### src/lpif_pkg.sv
`default_nettype none

package lpif_pkg;

  //////////////////////////////////////////////////
  // Lane geometry
  //////////////////////////////////////////////////

  parameter int num_lanes          = 16;
  parameter int lane_width         = 40;
  parameter int lane_payload_width = 38;

  // Userbit positions above the payload
  parameter int stb_bit = lane_payload_width;
  parameter int mrk_bit = lane_payload_width + 1;

  //////////////////////////////////////////////////
  // Streaming channel fields
  //////////////////////////////////////////////////

  parameter int state_width     = 4;
  parameter int protid_width    = 2;
  parameter int user_data_width = 512;
  parameter int crc_width       = 16;
  parameter int link_word_width = 537;

  typedef logic [lane_width-1:0] lane_t;
  typedef lane_t [num_lanes-1:0] lane_bus_t;

  // Online delay counts, in clk_wr cycles
  typedef logic [15:0] delay_t;

  // One link word, top bit first
  typedef struct packed {
    logic [state_width-1:0]     state;
    logic [protid_width-1:0]    protid;
    logic [user_data_width-1:0] data;
    logic                       dvalid;
    logic [crc_width-1:0]       crc;
    logic                       crc_valid;
    logic                       valid;
  } lpif_word_t;

  // Tx online sequencer
  typedef enum logic [1:0] {
    sync_off,
    sync_count_y,
    sync_count_z,
    sync_online
  } sync_state_t;

endpackage

`default_nettype wire

### src/lpif_auto_sync.sv
`timescale 1ns/1ps
`default_nettype none

module lpif_auto_sync
  import lpif_pkg::*;
#(
  parameter int STROBE_PERIOD = 16
) (
  input  wire logic   clk_wr,
  input  wire logic   reset,
  input  wire logic   tx_online,
  input  wire logic   rx_online,
  input  wire delay_t delay_x_value,
  input  wire delay_t delay_y_value,
  input  wire delay_t delay_z_value,
  output logic        tx_online_delay,
  output logic        rx_online_delay,
  output logic        tx_stb_userbit,
  output logic        tx_mrk_userbit
);

  localparam int stb_cnt_width = $clog2(STROBE_PERIOD);
  localparam logic [stb_cnt_width-1:0] stb_cnt_last = stb_cnt_width'(STROBE_PERIOD - 1);

  sync_state_t                tx_state;
  delay_t                     tx_cnt;
  delay_t                     rx_cnt;
  logic [stb_cnt_width-1:0]   stb_cnt;

  //////////////////////////////////////////////////
  // Tx online sequencer
  //////////////////////////////////////////////////

  // Every edge with tx_online high uses up one unit of y, then of z
  always_ff @(posedge clk_wr) begin
    if (reset || !tx_online) begin
      tx_state <= sync_off;
      tx_cnt   <= '0;
    end else begin
      case (tx_state)
        sync_off: begin
          if (delay_y_value > 16'd1) begin
            tx_state <= sync_count_y;
            tx_cnt   <= delay_y_value - 16'd1;
          end else if (delay_y_value == 16'd1) begin
            if (delay_z_value == '0) begin
              tx_state <= sync_online;
            end else begin
              tx_state <= sync_count_z;
              tx_cnt   <= delay_z_value;
            end
          end else if (delay_z_value <= 16'd1) begin
            // Zero total delay still costs this edge
            tx_state <= sync_online;
          end else begin
            tx_state <= sync_count_z;
            tx_cnt   <= delay_z_value - 16'd1;
          end
        end
        sync_count_y: begin
          if (tx_cnt > 16'd1) begin
            tx_cnt <= tx_cnt - 16'd1;
          end else if (delay_z_value == '0) begin
            tx_state <= sync_online;
          end else begin
            tx_state <= sync_count_z;
            tx_cnt   <= delay_z_value;
          end
        end
        sync_count_z: begin
          if (tx_cnt > 16'd1) begin
            tx_cnt <= tx_cnt - 16'd1;
          end else begin
            tx_state <= sync_online;
          end
        end
        default: tx_state <= sync_online;
      endcase
    end
  end

  assign tx_online_delay = (tx_state == sync_online);

  //////////////////////////////////////////////////
  // Rx online delay
  //////////////////////////////////////////////////

  always_ff @(posedge clk_wr) begin
    if (reset || !rx_online) begin
      rx_cnt          <= '0;
      rx_online_delay <= 1'b0;
    end else if (!rx_online_delay) begin
      if (delay_x_value == '0 || rx_cnt == delay_x_value - 16'd1) begin
        rx_online_delay <= 1'b1;
      end else begin
        rx_cnt <= rx_cnt + 16'd1;
      end
    end
  end

  //////////////////////////////////////////////////
  // Userbits
  //////////////////////////////////////////////////

  // Held at zero until online, so the first online cycle strobes
  always_ff @(posedge clk_wr) begin
    if (reset || !tx_online_delay) begin
      stb_cnt <= '0;
    end else if (stb_cnt == stb_cnt_last) begin
      stb_cnt <= '0;
    end else begin
      stb_cnt <= stb_cnt + 1'b1;
    end
  end

  assign tx_stb_userbit = tx_online_delay && (stb_cnt == '0);

  // Persistent marker
  assign tx_mrk_userbit = tx_online_delay;

  // First online cycle always strobes
  a_stb_on_first_online: assert property (
    @(posedge clk_wr) disable iff (reset)
    $rose(tx_online_delay) |-> tx_stb_userbit
  );

  // A counting state always has cycles left
  a_count_not_empty: assert property (
    @(posedge clk_wr) disable iff (reset)
    (tx_state == sync_count_y || tx_state == sync_count_z) |-> (tx_cnt != '0)
  );

endmodule

`default_nettype wire

### config.mk
export PLATFORM = sky130hd
export DESIGN_NAME = lpif_auto_sync
export DESIGN_NICKNAME = d
export VERILOG_FILES = /design/src/lpif_pkg.sv /design/src/lpif_auto_sync.sv
export SDC_FILE = /design/constraint.sdc
export NUM_CORES = 1
export LEC_CHECK = 0
export BUFFER_PORTS_ARGS = -buffer_cell sky130_fd_sc_hd__buf_4
export CAP_MARGIN = 20
export CORE_ASPECT_RATIO = 0.9
export CORE_MARGIN = 2
export CORE_UTILIZATION = 59
export DETAILED_ROUTE_END_ITERATION = 12
export PLACE_DENSITY = 0.82
export RECOVER_POWER = 100
export SETUP_SLACK_MARGIN = 0.15
export SLEW_MARGIN = 20
export SYNTH_ARGS = -nofsm -noshare
export SYNTH_HDL_FRONTEND = slang
export SYNTH_SLANG_ARGS = --single-unit
### constraint.sdc
create_clock -name clk_wr -period 3.7 [get_ports clk_wr]
set_input_delay 0.185 -clock clk_wr [delete_from_list [all_inputs] [get_ports clk_wr]]
set_output_delay 0.185 -clock clk_wr [all_outputs]
set_load 0.02 [all_outputs]
==> flow_metrics.py <==
metrics = {
    "synth": {
        "synth_top_area_share_pct": 19.6,
        "syn-instance-count": 539,
        "yosys_most_used_dff": "dfxtp_1",
        "yosys-top-cells-count": "44 x nand2_1, 39 x dfxtp_1, 39 x nor2_1",
        "synthMostInstantiatedCell": "nand2_1",
        "yosys.area.top_type": "dfxtp_1",
        "ys_seq_elements": 39,
        "yosysWarningCount": 0,
        "synth_area_per_cell_sq_um": 7.37,
        "synthesis.area_sq_um": 3970,
        "syn_nets": 606,
        "synth_edf_count": 0,
        "synthTopCellsByArea": "dfxtp_1 20%, xnor2_1 6.4%, xor2_1 5.5%",
        "synth_cell_type_count": 65,
        "yosysSeqAreaShare_pct": 19.6,
        "async_flop_share_pct": 0,
    },
    "worst_setup_path": {
        "cp-endpoint": "tx_cnt[3]$_SDFFE_PP0P_",
        "startpoint": "tx_cnt[6]$_SDFFE_PP0P_",
        "worst-path-max-fanout": 14,
        "critPathLaunchType": "flop",
        "crit_arrival_ns": 3.15,
        "critPathBufInv": 1,
        "ff2ff_setup_slack_ns": 0.74,
        "required_ns": 3.89,
        "r2r-end": "tx_cnt[3]$_SDFFE_PP0P_",
        "critPathMaxStageDelay_ns": 0.65,
        "reg2reg_depth": 7,
        "crit_family": "simple AND/OR/NAND/NOR gates",
        "cp_cell_sequence": "or4_1 > or4b_1 > o31ai_1 > buf_4 > o22ai_1 > a211o_1 > a32o_1",
        "cpMaxStageDelayCell": "or4_1",
        "worstReg2RegStart": "tx_cnt[6]$_SDFFE_PP0P_",
        "end_kind": "flop",
        "critPathKind": "flop to flop",
        "cp.depth": 7,
    },
    "pwr": {
        "p_comb_share_pct": 38.4,
        "power.internal_mw": 0.890,
        "switching_power_mw": 0.503,
        "power_density_nw_per_um2": 307,
        "clock_power_share_pct": 27.1,
        "p_sw_share_pct": 36.1,
        "seqPwrFrac_pct": 34.5,
        "irDropWorstVdd_mv": 0.240,
        "p_leak_nw": 1.67,
    },
    "timing": {
        "maxSlewHeadroom_pct": 47.6,
        "worstMarginPinSlew_ns": 0.782,
        "finalSetupViolations": 0,
        "rsz0062_at_grt": "no",
        "finalClockSkew_ns": 0.00738,
        "hold_violations": 0,
        "min_period_ns": 2.96,
        "period_share_pct": 79.9,
        "tns_ns": 0,
        "max_freq_mhz": 338,
        "slew_viol_final": 0,
    },
    "floorplanning": {
        "die_x_microns": 90.5,
        "core_area_sq_um": 6550,
        "die_h_microns": 81.9,
        "row_count": 28,
        "start_util_pct": 60.7,
        "pin_count": 56,
        "die_area_sq_um": 7410,
    },
    "drt": {
        "wire_per_inst_microns": 18.6,
        "drc_errors": 0,
        "drt_wl_total_microns": 12600,
        "drt-initial-drc-count": 657,
        "antenna_left": 0,
        "viasPerCell": 6.78,
        "vias": 4585,
        "first_pass_iters": 9,
    },
    "placement": {
        "place_congestion": 0.944,
        "dp.cells": 668,
        "dp_hpwl_microns": 9640,
        "port_buffers": 55,
    },
    "global_route": {
        "grt_pass1_wl_microns": 20200,
        "grt_pass1_vias": 4131,
        "antenna_found_initial": 0,
        "grt_usage_pct": 33.7,
        "grt_max_degree": 32,
        "grt_overflow": 0,
    },
    "clock_network": {
        "clkLatencyLatePin_ns": 0.30,
        "cts.htree.levels": 2,
        "cts_buffers": 5,
        "root_buffer": "clkbuf_8",
        "clock_sinks": 39,
        "clock_path_buffers": 2,
        "hold_buffers": 0,
        "cts_setup_buffers": 0,
        "cts.clk_slew.worst_paths_ns": 0.08,
        "cts_tree": "yes",
        "cts_resized": 0,
    },
    "layout": {
        "finalNonFillerCells": 676,
        "layout-drive-gt1-share_pct": 13.8,
        "fin_util_pct": 69.3,
        "syn_to_final_growth_pct": 14.3,
        "antenna_cells": 0,
        "nets": 652,
    },
    "run": {
        "maxCapViolCount": 0,
    },
    "outcome": {
        "status": "finished clean",
    },
    "worst_hold_path": {
        "hp-class": "input port to flop",
    },
}
## worst register-to-register path, cell delays in order (launching register included)
cell     delay (ns)
dfxtp_1        0.39
or4_1          0.65
or4b_1         0.60
o31ai_1        0.27
buf_4          0.28
o22ai_1        0.11
a211o_1        0.30
a32o_1         0.25
## metal layers
layer | vias up | share of wire, % | track usage (%) | wire length, microns
met5 | - | 0 | 0 | 0
met4 | 0 | 2.6 | 12.0 | 323
met3 | 41 | 12 | 5.05 | 1470
met2 | 312 | 43 | 52.3 | 5420
met1 | 2080 | 43 | 47.8 | 5360
li1 | 2152 | - | - | -
## power groups by stage
stage                     Sequential, mW  Clock [mW]  Combinational (mW)
after CTS                          0.479       0.380               0.525
after global routing               0.485       0.396               0.581
after global placement             0.487           0               0.508
final                              0.480       0.378               0.535
after detailed placement           0.488           0               0.518
after floorplan                    0.473           0               0.364
## state kept, by name, summed over array words and instances, names as in the netlist
name             count
rx_online_delay      1
rx_cnt              16
stb_cnt              4
tx_state             2
tx_cnt              16
## cells in the final DEF (no fill, tap or decap), types with 3 or more instances in the layout
master and count:
a211o_1 4, a211oi_1 4, a21o_1 5, a21oi_1 38, a22oi_1 3, a31o_2 3
a31oi_1 11, a32o_1 4, and2_1 3, and3_1 7, and4_1 5, buf_4 61
clkbuf_1 5, clkbuf_8 6, dfxtp_1 39, ha_1 15, inv_1 17, mux2i_1 4
nand2_1 44, nand2b_1 7, nand3_1 19, nand4_1 8, nor2_1 39, nor2b_1 10
nor3_1 17, nor3b_1 3, nor4_1 16, o21a_1 3, o21ai_0 22, o221ai_1 15
o22ai_1 11, o31ai_1 17, or2_2 5, or3_1 13, or4_1 20, xnor2_1 29
xor2_1 25
## worst min-delay path by stage
stage,slack [ns],from,depth (start not counted),to
CTS,0.23,reset,3,stb_cnt[2]$_SDFF_PP0_
floorplan,0.36,tx_online,2,tx_cnt[15]$_SDFFE_PP0P_
global placement,0.44,stb_cnt[0]$_SDFF_PP0_,1,stb_cnt[0]$_SDFF_PP0_
finish,0.23,reset,3,stb_cnt[2]$_SDFF_PP0_
global route,0.25,reset,3,stb_cnt[2]$_SDFF_PP0_
detailed placement,0.45,stb_cnt[0]$_SDFF_PP0_,1,stb_cnt[0]$_SDFF_PP0_
## metrics by stage
| step | hold slack, ns | total power [mW] | instance area, sq um | setup slack (ns) |
|---|---|---|---|---|
| finish | 0.227 | 1.39 | 4540 | 0.742 |
| global route | 0.251 | 1.46 | 4540 | 0.684 |
| CTS | 0.231 | 1.38 | 4590 | 0.864 |
| detailed placement | 0.454 | 1.01 | 4470 | 0.773 |
| global placement | 0.444 | 0.996 | 4470 | 0.858 |
| floorplan | 0.362 | 0.837 | 3970 | 1.12 |
## layout make-up
cell class	count	area, sq um
clock buffers	6	82.6
clock inverters	2	35.0
fillers	571	2010
inverters	17	63.8
multi-input cells	456	2990
flip-flops and latches	39	781
well taps	90	113
repair buffers	66	477
## logic make-up after synthesis
| group | synth area share, % |
|---|---|
| fa+ha+maj | 4.72 |
| compound gates | 26.4 |
| xor+xnor | 11.9 |
| simple gates | 31.5 |
| mux | 1.29 |
| flops | 19.6 |
| buf+inv | 4.57 |
(Power assumes the default switching activity.)
